<file path="src/hw/sv32_pkg.sv">
`default_nettype none

package sv32_pkg;

    // --------------------
    // widths
    // --------------------
    // virtual and physical address widths for sv32
    localparam int unsigned VLEN     = 32;
    localparam int unsigned PLEN     = 34;
    localparam int unsigned PPN_W    = 22;
    // one vpn level, two levels in total
    localparam int unsigned VPN_W    = 10;
    localparam int unsigned PG_OFS_W = 12;

    // data tlb size and victim pointer width
    localparam int unsigned TLB_ENTRIES = 4;
    localparam int unsigned TLB_IDX_W   = $clog2(TLB_ENTRIES);

    // axi response code for a good read
    localparam logic [1:0] AXI_OKAY = 2'b00;

    // --------------------
    // exception causes
    // --------------------
    localparam logic [3:0] CAUSE_LD_ACCESS = 4'd5;
    localparam logic [3:0] CAUSE_ST_ACCESS = 4'd7;
    localparam logic [3:0] CAUSE_LD_PAGE   = 4'd13;
    localparam logic [3:0] CAUSE_ST_PAGE   = 4'd15;

    // --------------------
    // structs
    // --------------------
    // sv32 page table entry, msb first
    typedef struct packed {
        logic [11:0] ppn1;
        logic [9:0]  ppn0;
        logic [1:0]  rsw;
        logic        d;
        logic        a;
        logic        g;
        logic        u;
        logic        x;
        logic        w;
        logic        r;
        logic        v;
    } pte_t;

    // refill from the walker or result of a lookup
    typedef struct packed {
        logic                 valid;
        logic [2*VPN_W-1:0]   vpn;
        logic                 is_4m;
        pte_t                 pte;
    } tlb_entry_t;

    // translation request from the load/store unit
    typedef struct packed {
        logic [VLEN-1:0] vaddr;
        logic            is_store;
    } lsu_req_t;

    typedef struct packed {
        logic            valid;
        logic [3:0]      cause;
        logic [VLEN-1:0] tval;
    } xlate_exc_t;

    typedef struct packed {
        logic [PLEN-1:0] paddr;
        xlate_exc_t      exc;
    } lsu_resp_t;

    // priv_user set means u-mode, clear means s-mode
    typedef struct packed {
        logic             en_translation;
        logic             priv_user;
        logic             sum;
        logic             mxr;
        logic [PPN_W-1:0] satp_ppn;
    } csr_cfg_t;

    // walker result
    // on an access fault the pte field carries bits 33:2 of the failing read address
    typedef struct packed {
        pte_t pte;
        logic is_4m;
        logic page_fault;
        logic access_fault;
    } walk_res_t;

    // axi4-lite read address and read data channels
    typedef struct packed {
        logic            arvalid;
        logic [PLEN-1:0] araddr;
    } axil_ar_t;

    typedef struct packed {
        logic        rvalid;
        logic [31:0] rdata;
        logic [1:0]  rresp;
    } axil_r_t;

endpackage

`default_nettype wire

</file>
<file path="src/hw/sv32_tlb.sv">
`timescale 1ns/10ps
`default_nettype none

module sv32_tlb (
    input  wire logic                         clk_i,
    input  wire logic                         rst_ni,
    input  wire logic                         flush_i,
    input  wire logic [sv32_pkg::VLEN-1:0]    lu_vaddr_i,
    output      logic                         lu_hit_o,
    output      sv32_pkg::tlb_entry_t         lu_entry_o,
    input  wire sv32_pkg::tlb_entry_t         update_i
);

    // entry payload, valid bits live apart
    sv32_pkg::tlb_entry_t entries_q [sv32_pkg::TLB_ENTRIES];
    logic [sv32_pkg::TLB_ENTRIES-1:0] valid_q;
    logic [sv32_pkg::TLB_ENTRIES-1:0] match;
    // next victim for a refill
    logic [sv32_pkg::TLB_IDX_W-1:0]   victim_q;

    // --------------------
    // lookup
    // --------------------
    always_comb begin : tag_match
        for (int i = 0; i < sv32_pkg::TLB_ENTRIES; i++) begin
            // vpn1 always compared
            match[i] = valid_q[i] && (entries_q[i].vpn[19:10] == lu_vaddr_i[31:22]);
            // vpn0 only for 4k pages, a megapage covers all of it
            if (!entries_q[i].is_4m && (entries_q[i].vpn[9:0] != lu_vaddr_i[21:12])) begin
                match[i] = 1'b0;
            end
        end
    end

    always_comb begin : hit_select
        lu_hit_o   = 1'b0;
        lu_entry_o = '0;
        // lowest matching index wins, duplicates hold the same translation
        for (int i = sv32_pkg::TLB_ENTRIES - 1; i >= 0; i--) begin
            if (match[i]) begin
                lu_hit_o         = 1'b1;
                lu_entry_o       = entries_q[i];
                lu_entry_o.valid = 1'b1;
            end
        end
    end

    // --------------------
    // refill and flush
    // --------------------
    always_ff @(posedge clk_i or negedge rst_ni) begin
        if (!rst_ni) begin
            valid_q  <= '0;
            victim_q <= '0;
        end else if (flush_i) begin
            // whole tlb goes, no asid or per-address flush
            valid_q  <= '0;
            victim_q <= '0;
        end else if (update_i.valid) begin
            valid_q[victim_q] <= 1'b1;
            // plain round robin
            if (victim_q == sv32_pkg::TLB_IDX_W'(sv32_pkg::TLB_ENTRIES - 1)) begin
                victim_q <= '0;
            end else begin
                victim_q <= victim_q + 1'b1;
            end
        end
    end

    // payload write
    always_ff @(posedge clk_i) begin
        if (update_i.valid && !flush_i) begin
            entries_q[victim_q] <= update_i;
        end
    end

endmodule

`default_nettype wire

</file>
<file path="src/hw/sv32_ptw.sv">
`timescale 1ns/10ps
`default_nettype none

module sv32_ptw (
    input  wire logic                       clk_i,
    input  wire logic                       rst_ni,
    input  wire sv32_pkg::csr_cfg_t         csr_i,
    input  wire logic                       walk_req_i,
    input  wire logic [sv32_pkg::VLEN-1:0]  walk_vaddr_i,
    output      logic                       walk_done_o,
    output      sv32_pkg::walk_res_t        walk_res_o,
    output      sv32_pkg::tlb_entry_t       update_o,
    output      sv32_pkg::axil_ar_t         ar_o,
    input  wire logic                       arready_i,
    input  wire sv32_pkg::axil_r_t          r_i,
    output      logic                       rready_o
);

    typedef enum logic [1:0] {
        S_IDLE,
        S_L1,
        S_L0
    } state_e;

    state_e state_q, state_d;
    logic arvalid_q, arvalid_d;
    logic [sv32_pkg::PLEN-1:0] addr_q, addr_d;
    // vaddr of the walk in progress
    logic [sv32_pkg::VLEN-1:0] vaddr_q;

    sv32_pkg::pte_t pte;
    logic r_fire;
    logic bus_err;
    logic pte_bad;
    logic is_ptr;

    // --------------------
    // axi read channel
    // --------------------
    assign ar_o.arvalid = arvalid_q;
    assign ar_o.araddr  = addr_q;
    // rready goes up once the address is taken and stays until rvalid
    assign rready_o     = (state_q != S_IDLE) && !arvalid_q;
    assign r_fire       = rready_o && r_i.rvalid;

    // pte decode
    assign pte     = r_i.rdata;
    assign bus_err = r_i.rresp != sv32_pkg::AXI_OKAY;
    assign pte_bad = !pte.v || (pte.w && !pte.r);
    assign is_ptr  = !pte.r && !pte.w && !pte.x;

    always_comb begin : walk_fsm
        state_d     = state_q;
        // hold arvalid until arready
        arvalid_d   = arvalid_q && !arready_i;
        addr_d      = addr_q;
        walk_done_o = 1'b0;
        walk_res_o  = '0;
        update_o    = '0;

        case (state_q)
            S_IDLE: begin
                if (walk_req_i) begin
                    state_d   = S_L1;
                    arvalid_d = 1'b1;
                    // satp.ppn * 4096 + vpn1 * 4
                    addr_d    = {csr_i.satp_ppn, walk_vaddr_i[31:22], 2'b00};
                end
            end
            S_L1, S_L0: begin
                if (r_fire) begin
                    walk_done_o      = 1'b1;
                    state_d          = S_IDLE;
                    walk_res_o.pte   = pte;
                    walk_res_o.is_4m = (state_q == S_L1);
                    if (bus_err) begin
                        // report the failing read address
                        walk_res_o.access_fault = 1'b1;
                        walk_res_o.pte = sv32_pkg::pte_t'(addr_q[sv32_pkg::PLEN-1:2]);
                    end else if (pte_bad) begin
                        walk_res_o.page_fault = 1'b1;
                    end else if (is_ptr) begin
                        if (state_q == S_L1) begin
                            // descend, pointer ppn * 4096 + vpn0 * 4
                            walk_done_o = 1'b0;
                            state_d     = S_L0;
                            arvalid_d   = 1'b1;
                            addr_d      = {pte.ppn1, pte.ppn0, vaddr_q[21:12], 2'b00};
                        end else begin
                            // no third level in sv32
                            walk_res_o.page_fault = 1'b1;
                        end
                    end else if ((state_q == S_L1) && (pte.ppn0 != '0)) begin
                        // misaligned megapage
                        walk_res_o.page_fault = 1'b1;
                    end else begin
                        // good leaf, refill in the same cycle
                        update_o.valid = 1'b1;
                        update_o.vpn   = vaddr_q[31:12];
                        update_o.is_4m = (state_q == S_L1);
                        update_o.pte   = pte;
                    end
                end
            end
            default: state_d = S_IDLE;
        endcase
    end

    // --------------------
    // registers
    // --------------------
    always_ff @(posedge clk_i or negedge rst_ni) begin
        if (!rst_ni) begin
            state_q   <= S_IDLE;
            arvalid_q <= 1'b0;
        end else begin
            state_q   <= state_d;
            arvalid_q <= arvalid_d;
        end
    end

    always_ff @(posedge clk_i) begin
        addr_q <= addr_d;
        if ((state_q == S_IDLE) && walk_req_i) begin
            vaddr_q <= walk_vaddr_i;
        end
    end

endmodule

`default_nettype wire

</file>
<file path="src/hw/sv32_lsu_xlate.sv">
`timescale 1ns/10ps
`default_nettype none

module sv32_lsu_xlate (
    input  wire logic                       clk_i,
    input  wire logic                       rst_ni,
    input  wire sv32_pkg::csr_cfg_t         csr_i,
    input  wire logic                       req_valid_i,
    input  wire sv32_pkg::lsu_req_t         req_i,
    output      logic                       req_ready_o,
    input  wire logic                       lu_hit_i,
    input  wire sv32_pkg::tlb_entry_t       lu_entry_i,
    output      logic                       walk_req_o,
    output      logic [sv32_pkg::VLEN-1:0]  walk_vaddr_o,
    input  wire logic                       walk_done_i,
    input  wire sv32_pkg::walk_res_t        walk_res_i,
    output      logic                       resp_valid_o,
    output      sv32_pkg::lsu_resp_t        resp_o
);

    // stage control
    logic valid_q;
    logic walk_pend_q;
    // stage payload, request plus lookup result
    sv32_pkg::lsu_req_t req_q;
    logic               hit_q;
    logic               is_4m_q;
    sv32_pkg::pte_t     pte_q;

    logic accept;
    logic miss;
    logic respond;
    sv32_pkg::pte_t leaf;
    logic leaf_4m;
    logic perm_err;
    logic [sv32_pkg::PLEN-1:0] paddr;

    // --------------------
    // handshake
    // --------------------
    // translating request without a tlb hit, stage stalls until the walk ends
    assign miss         = valid_q && csr_i.en_translation && !hit_q;
    assign req_ready_o  = !miss;
    assign accept       = req_valid_i && req_ready_o;
    // one pulse, walk_pend_q masks it afterwards
    assign walk_req_o   = miss && !walk_pend_q;
    assign walk_vaddr_o = req_q.vaddr;
    assign respond      = valid_q && (!miss || (walk_pend_q && walk_done_i));
    assign resp_valid_o = respond;

    // --------------------
    // leaf and paddr
    // --------------------
    // the walked leaf replaces the stored lookup on a miss
    assign leaf    = miss ? walk_res_i.pte : pte_q;
    assign leaf_4m = miss ? walk_res_i.is_4m : is_4m_q;

    always_comb begin : paddr_gen
        paddr = {leaf.ppn1, leaf.ppn0, req_q.vaddr[sv32_pkg::PG_OFS_W-1:0]};
        // megapage takes vpn0 straight from the vaddr
        if (leaf_4m) begin
            paddr[21:12] = req_q.vaddr[21:12];
        end
    end

    // privilege check, the walker does none
    assign perm_err = !leaf.a
                   || (!csr_i.priv_user && leaf.u && !csr_i.sum)
                   || (csr_i.priv_user && !leaf.u)
                   || (req_q.is_store && (!leaf.w || !leaf.d))
                   || (!req_q.is_store && !leaf.r && !(csr_i.mxr && leaf.x));

    always_comb begin : resp_gen
        // bare mode, zero-extended vaddr
        resp_o.paddr = {{(sv32_pkg::PLEN - sv32_pkg::VLEN){1'b0}}, req_q.vaddr};
        resp_o.exc   = '0;
        if (csr_i.en_translation) begin
            resp_o.paddr = paddr;
            if (miss && walk_res_i.access_fault) begin
                // bus error in the walk, tval is the pte address without bits 1:0
                resp_o.exc.valid = 1'b1;
                resp_o.exc.cause = req_q.is_store ? sv32_pkg::CAUSE_ST_ACCESS
                                                  : sv32_pkg::CAUSE_LD_ACCESS;
                resp_o.exc.tval  = walk_res_i.pte;
            end else if ((miss && walk_res_i.page_fault) || perm_err) begin
                resp_o.exc.valid = 1'b1;
                resp_o.exc.cause = req_q.is_store ? sv32_pkg::CAUSE_ST_PAGE
                                                  : sv32_pkg::CAUSE_LD_PAGE;
                resp_o.exc.tval  = req_q.vaddr;
            end
        end
    end

    // --------------------
    // registers
    // --------------------
    always_ff @(posedge clk_i or negedge rst_ni) begin
        if (!rst_ni) begin
            valid_q     <= 1'b0;
            walk_pend_q <= 1'b0;
        end else begin
            // a hit may leave and a new request enter in the same cycle
            valid_q     <= accept || (valid_q && !respond);
            walk_pend_q <= walk_req_o || (walk_pend_q && !walk_done_i);
        end
    end

    always_ff @(posedge clk_i) begin
        if (accept) begin
            req_q   <= req_i;
            hit_q   <= lu_hit_i;
            is_4m_q <= lu_entry_i.is_4m;
            pte_q   <= lu_entry_i.pte;
        end
    end

endmodule

`default_nettype wire

</file>
<file path="src/hw/sv32_mmu.sv">
`timescale 1ns/10ps
`default_nettype none

module sv32_mmu (
    input  wire logic                  clk_i,
    input  wire logic                  rst_ni,
    input  wire logic                  flush_i,
    input  wire sv32_pkg::csr_cfg_t    csr_i,
    input  wire logic                  req_valid_i,
    input  wire sv32_pkg::lsu_req_t    req_i,
    output      logic                  req_ready_o,
    output      logic                  resp_valid_o,
    output      sv32_pkg::lsu_resp_t   resp_o,
    output      sv32_pkg::axil_ar_t    ar_o,
    input  wire logic                  arready_i,
    input  wire sv32_pkg::axil_r_t     r_i,
    output      logic                  rready_o
);

    // lookup side
    logic                      lu_hit;
    sv32_pkg::tlb_entry_t      lu_entry;
    // refill from the walker
    sv32_pkg::tlb_entry_t      update;
    // stage to walker
    logic                      walk_req;
    logic [sv32_pkg::VLEN-1:0] walk_vaddr;
    logic                      walk_done;
    sv32_pkg::walk_res_t       walk_res;

    // request stage, holds one request with its lookup result
    sv32_lsu_xlate u_lsu_xlate (
        .clk_i        (clk_i),
        .rst_ni       (rst_ni),
        .csr_i        (csr_i),
        .req_valid_i  (req_valid_i),
        .req_i        (req_i),
        .req_ready_o  (req_ready_o),
        .lu_hit_i     (lu_hit),
        .lu_entry_i   (lu_entry),
        .walk_req_o   (walk_req),
        .walk_vaddr_o (walk_vaddr),
        .walk_done_i  (walk_done),
        .walk_res_i   (walk_res),
        .resp_valid_o (resp_valid_o),
        .resp_o       (resp_o)
    );

    // looked up with the incoming vaddr, result is registered by the stage
    sv32_tlb u_tlb (
        .clk_i      (clk_i),
        .rst_ni     (rst_ni),
        .flush_i    (flush_i),
        .lu_vaddr_i (req_i.vaddr),
        .lu_hit_o   (lu_hit),
        .lu_entry_o (lu_entry),
        .update_i   (update)
    );

    sv32_ptw u_ptw (
        .clk_i        (clk_i),
        .rst_ni       (rst_ni),
        .csr_i        (csr_i),
        .walk_req_i   (walk_req),
        .walk_vaddr_i (walk_vaddr),
        .walk_done_o  (walk_done),
        .walk_res_o   (walk_res),
        .update_o     (update),
        .ar_o         (ar_o),
        .arready_i    (arready_i),
        .r_i          (r_i),
        .rready_o     (rready_o)
    );

endmodule

`default_nettype wire

</file>
<file path="config.mk">
export PLATFORM = sky130hd
export DESIGN_NAME = sv32_mmu
export DESIGN_NICKNAME = d
export VERILOG_FILES = /design/src/hw/sv32_pkg.sv /design/src/hw/sv32_tlb.sv /design/src/hw/sv32_ptw.sv /design/src/hw/sv32_lsu_xlate.sv /design/src/hw/sv32_mmu.sv
export SDC_FILE = /design/constraint.sdc
export NUM_CORES = 1
export LEC_CHECK = 0
export BUFFER_PORTS_ARGS = -buffer_cell sky130_fd_sc_hd__buf_4
export CAP_MARGIN = 15
export CORE_ASPECT_RATIO = 1.5
export CORE_MARGIN = 2
export CORE_UTILIZATION = 55
export DETAILED_ROUTE_END_ITERATION = 16
export HOLD_SLACK_MARGIN = 0.15
export PLACE_DENSITY_LB_ADDON = 0.12
export SLEW_MARGIN = 20
export SYNTH_ARGS = -nofsm -noshare
export SYNTH_HDL_FRONTEND = slang
export SYNTH_SLANG_ARGS = --single-unit
</file>
<file path="constraint.sdc">
create_clock -name clk_i -period 4.11 [get_ports clk_i]
set_input_delay 0.822 -clock clk_i [delete_from_list [all_inputs] [get_ports clk_i]]
set_output_delay 0.822 -clock clk_i [all_outputs]
set_load 0.05 [all_outputs]
</file>
Word-level counts from Yosys, hierarchy flattened
Memory sizes are Yosys's and may differ from the RTL's.
Cells that the tools add are included.
Widths: inputs -> output; s select.
Word-level totals
  register bits: 144
  RAM bits: 216
  logic and storage cells: 192
  memories kept: 1
Memories
  u_tlb.entries_q: words 4, bits a word 54, rd ports 4, clocked after memory_dff 0, wr ports 1, line sv32_tlb.sv:15  | sv32_pkg::tlb_entry_t entries_q [sv32_pkg::TLB_ENTRIES];
Operators by class
  add/sub/neg operators: 1
  $lt $le $gt $ge: 2
  equality and inequality tests: 17
  multiplexer cells: 67
  bitwise operators: 1
  reduce and logical (&&, ||, !) cells: 80
Operators by type and width (number)
  $mux 54: 6
  $mux 34: 6
  $mux 33: 4
  $mux 37: 2
  $mux 71: 1
  $mux 35: 2
  $pmux 34 s2: 1
  $mux 32: 2
  $eq 10x10->1: 4
  $ne 10x10->1: 4
  $logic_and 1x1->1: 35
  $mux 1: 26
  $logic_not 1->1: 25
  $mux 2: 11
  $logic_or 1x1->1: 10
  $mux 10: 1
  $reduce_bool 10->1: 1
  $mux 4: 2
  $reduce_bool 2->1: 4
  $reduce_and 7->1: 1
  $ne 2x1->1 const B: 3
  $ne 2x2->1 const B: 3
  $eq 2x2->1 const B: 2
  $or 4x4->4: 1
  11 further kinds: 11

Longest topological paths before layout
  word-level depth: 19
  depth in mapped cells: 10
  depth with buffers taken out: 8

By module
A second synthesis with hierarchy kept.
Unflattened totals
  cell total of the unflattened synthesis: 1202
  area, all modules: 16590.9 um^2
By module, submodules not included
  sv32_tlb: instances 1, cells each 618, area an instance 9450.3 um^2, sequential area each 6516.2 um^2
  sv32_lsu_xlate: instances 1, cells each 331, area an instance 3598.5 um^2, sequential area each 1941.9 um^2
  sv32_ptw: instances 1, cells each 253, area an instance 3542.1 um^2, sequential area each 1636.6 um^2

Worst setup path after synthesis
No wires, ideal clock.
  path type: input port to output port
  start point: input port csr_i[25] (netlist name)
  end point: output port resp_o[34] (netlist name)
  data arrival time: 3.502 ns
  path slack: -0.214 ns
  stages: 8
  path buffers: 2
  cells stage by stage: buf_4 and3b_4 inv_2 nor2_1 o2111ai_2 and4_1 a21boi_0 buf_4
RTL lines
  start, declared: line sv32_mmu.sv:8  | input wire sv32_pkg::csr_cfg_t csr_i,
  end, declared: line sv32_mmu.sv:13  | output sv32_pkg::lsu_resp_t resp_o,

==> impl_metrics.yaml <==
status:
  status: "finished clean"
timing:
  finClkSkew_ns: 0.00896
  slew-limit-headroom_pct: 22.3
  hold_viol_final: 0
  tightest_slew_ns: 1.17
  finalCritPeriodShare_pct: 96.9
  fmax_mhz: 251
  setup_viol_count_final: 0
  finalMaxSlewViolations: 0
  period_minus_slack_ns: 3.98
  fin_setup_tns_ns: 0
  rsz0062_at_grt: "no"
global_route:
  grt_pass1_wl_um: 59800
  grt_max_degree: 50
  grt_antenna_before_repair: 0
  grt_usage_pct: 29.8
  grt_pass1_vias: 9598
  gr-total-overflow: 0
setup_path:
  arrival_ns: 3.16
  end_kind: "output pin"
  critPathTopFamily: "compound AO/OA/AOI/OAI gates"
  crit_chain: "inv_1 > ha_1 > nand4bb_4 > o31ai_4 > mux2i_2 > a41oi_4 > buf_6 > a32o_1 > buf_4"
  worstSetupPathType: "flop to output pin"
  crit_required_ns: 3.29
  slowest_delay_ns: 0.40
  slowest_stage: "dfrtp_1"
  cp_max_fo: 18
  start_kind: "flop"
  crit_buf_inv: 3
synth:
  synthMuxAreaShare_pct: 4.31
  synth_edf_count: 311
  synthAdderAreaFrac_pct: 0.604
  synthCells: 1003
  syn_area_um2: 14500
  synth_most_common_cell: "edfxtp_1"
  ys.flop_type: "edfxtp_1"
  synthXorXnorAreaFrac_pct: 4.99
  async_flop_share_pct: 3.42
  synthSimpleGateAreaFrac_pct: 9.96
  synth_top_area_share_pct: 64.4
  yosysWarnings: 0
  synth_compound_area_share_pct: 10.0
  yosysTopAreaCell: "edfxtp_1"
  avgSynthCellArea_um2: 14.4
  ys_seq_area_share_pct: 66.3
  ys_seq_elements: 322
  yosys-top-cells-area: "edfxtp_1 64%, xnor2_1 3.6%, mux2_2 2.5%, and2_1 2.2%, dfrtp_1 1.9%"
  synthDistinctLibCells: 71
  synth_top_family_by_area: "compound AO/OA/AOI/OAI gates"
  netlist_top_cells_count: "311 x edfxtp_1, 59 x xnor2_1, 52 x and2_1"
placement:
  place_congestion: 0.885
  dpl_cell_area_um2: 16300
  io_buffers: 202
  dp_hpwl_um: 28000
routing:
  viasPerCell: 6.21
  drt-initial-drc-count: 913
  avgRoutedWirePerCell_um: 26.6
  drtPass1Iterations: 5
  ant_nets: 0
  vias: 9631
  drc: 0
  routed_wl_um: 41200
finish:
  layout.nets: 1300
  drive_gt1_share_pct: 32.1
  fin_area_um2: 17500
  area_delta_synth_final_pct: 20.5
  nFillCells: 1895
  diodes: 0
power:
  power.leakage_nw: 5.88
  peakVddDrop_uv: 380
  powerDensity_nw_per_um2: 480
floorplanning:
  initial_utilization_pct: 56.1
  fp.dieH_um: 203
  core-area_um2: 25900
  rows: 72
  dieArea_um2: 27700
  boundaryPins: 208
  die_x_um: 137
clocking:
  cts_sinks: 322
  clk_path_buf_depth: 3
  numCtsBuffers: 30
  path_clk_slew_ns: 0.06
  clk_latency_ns: 0.55
  htreeDepth: 1
  post_cts_buffers: 0
  cts_tree: "yes"
  cts_root_buffer: "clkbuf_16"
min_path:
  hold_path_class: "primary input to flop"
job:
  drv_cap: 0
cell type report:
cell class | instances | area (µm²) | share of cell area, %
Clock buffer | 32 | 779 | 4.46
Tap cell | 333 | 417 | 2.39
Timing Repair Buffer | 237 | 1870 | 10.7
Inverter | 13 | 48.8 | 0.279
Clock inverter | 24 | 339 | 1.94
Sequential cell | 322 | 9610 | 55.0
Multi-Input combinational cell | 590 | 4400 | 25.2
per-layer routing:
layer	vias to the layer above	track usage (%)	wire length (µm)
met5	-	0	0
met4	0	13.4	1890
met3	93	3.50	2680
met2	485	50.6	21500
met1	4838	38.1	15100
li1	4215	-	-
where the power goes:
group	switching, mW	internal (mW)	leakage [nW]
Combinational	0.936	0.472	2.75
Sequential	0.134	3.75	2.60
Clock	1.22	1.88	0.530
Total	2.29	6.10	5.88
worst register-to-register path, cell delays in order (launching register included):
cell and delay [ns]:
dfrtp_1 0.40, inv_1 0.07, ha_1 0.26, nand4bb_4 0.34, or3_1 0.52, nor3_1 0.36, and2_2 0.25, buf_12 0.32
cells by family (layout without fill, tap and decap cells):
kind of cell,count (synthesis),in the layout
compound gates,173,173
xor+xnor,80,80
fa+ha+maj,7,7
buf+inv,92,306
flops,322,322
mux,58,58
other cells,1,2
simple gates,270,270
state kept, by name (all words and copies together), names as in the netlist:
register,cells
u_lsu_xlate.hit_q,1
u_lsu_xlate.is_4m_q,1
u_lsu_xlate.pte_q,28
u_lsu_xlate.req_q,1
u_lsu_xlate.valid_q,1
u_lsu_xlate.walk_pend_q,1
u_lsu_xlate.walk_vaddr_o,32
u_ptw.addr_q,32
u_ptw.arvalid_q,1
u_ptw.state_q,2
u_ptw.vaddr_q,20
u_tlb.entries_q,196
u_tlb.valid_q,4
u_tlb.victim_q,2
metrics by stage:
stage / instances / setup WS [ns] / utilization (%) / hold slack, ns / power [mW]
3_3_place_gp: 1493 / 0.319 / 63.0 / 0.500 / 5.34
6_report: 1551 / 0.126 / 67.6 / 0.448 / 8.39
4_1_cts: 1550 / 0.0853 / 67.5 / 0.433 / 8.42
2_1_floorplan: 1004 / 0.0282 / - / 0.450 / 4.81
3_5_place_dp: 1493 / 0.314 / 63.0 / 0.512 / 5.35
5_1_grt: 1551 / 0.00542 / 67.6 / 0.434 / 8.61
cell usage in the layout (no fill, tap or decap), types with 3 or more instances in the layout:
cell type,n
edfxtp_1,311
buf_4,228
xnor2_1,59
and2_1,48
nor3_1,42
a21oi_1,41
nand3_1,40
nor2_1,39
nand2_1,36
mux2_2,32
clkbuf_16,31
mux2i_1,25
a22o_1,22
xor2_1,18
o2111ai_1,17
nand4_1,16
o221a_2,15
o21ai_0,13
a211oi_2,12
inv_1,11
a21boi_1,11
nand2_2,11
dfrtp_1,11
a32o_1,10
nor4_1,8
bufinv_16,8
ha_1,7
clkinvlp_4,6
buf_12,6
clkinv_2,5
or3_1,4
o211ai_1,4
and2_2,4
nor2b_1,3
xnor2_2,3
nor2_2,3
clkinv_1,3
repair_timing:
action / CTS / global route
resized for setup: 3 / 2
hold endpoints to repair: 11 / 0
endpoints found under the setup margin: 26 / 21
hold buffers: 1 / 0
worst paths after layout:
| path | start | to | slack (ns) | depth (start not counted) |
|---|---|---|---|---|
| worst min-delay path | req_i[4] | u_lsu_xlate.walk_vaddr_o[3]$_DFFE_PP_ | 0.45 | 1 |
| min in group asynchronous | rst_ni | u_tlb.victim_q[1]$_DFFE_PN0P_ | 0.65 | 2 |
| worst max-delay path | u_ptw.state_q[0]$_DFFE_PN0P_ | resp_o[23] | 0.13 | 9 |
| worst min register to register | u_tlb.valid_q[1]$_DFFE_PN0P_ | u_tlb.valid_q[1]$_DFFE_PN0P_ | 0.52 | 2 |
| worst max register to register | u_ptw.state_q[0]$_DFFE_PN0P_ | u_tlb.entries_q[1][29]$_DFFE_PP_ | 1.23 | 7 |
| max in group asynchronous | rst_ni | u_ptw.arvalid_q$_DFF_PN0_ | 3.28 | 2 |
Note: power is estimated with default switching activity, not from simulation.
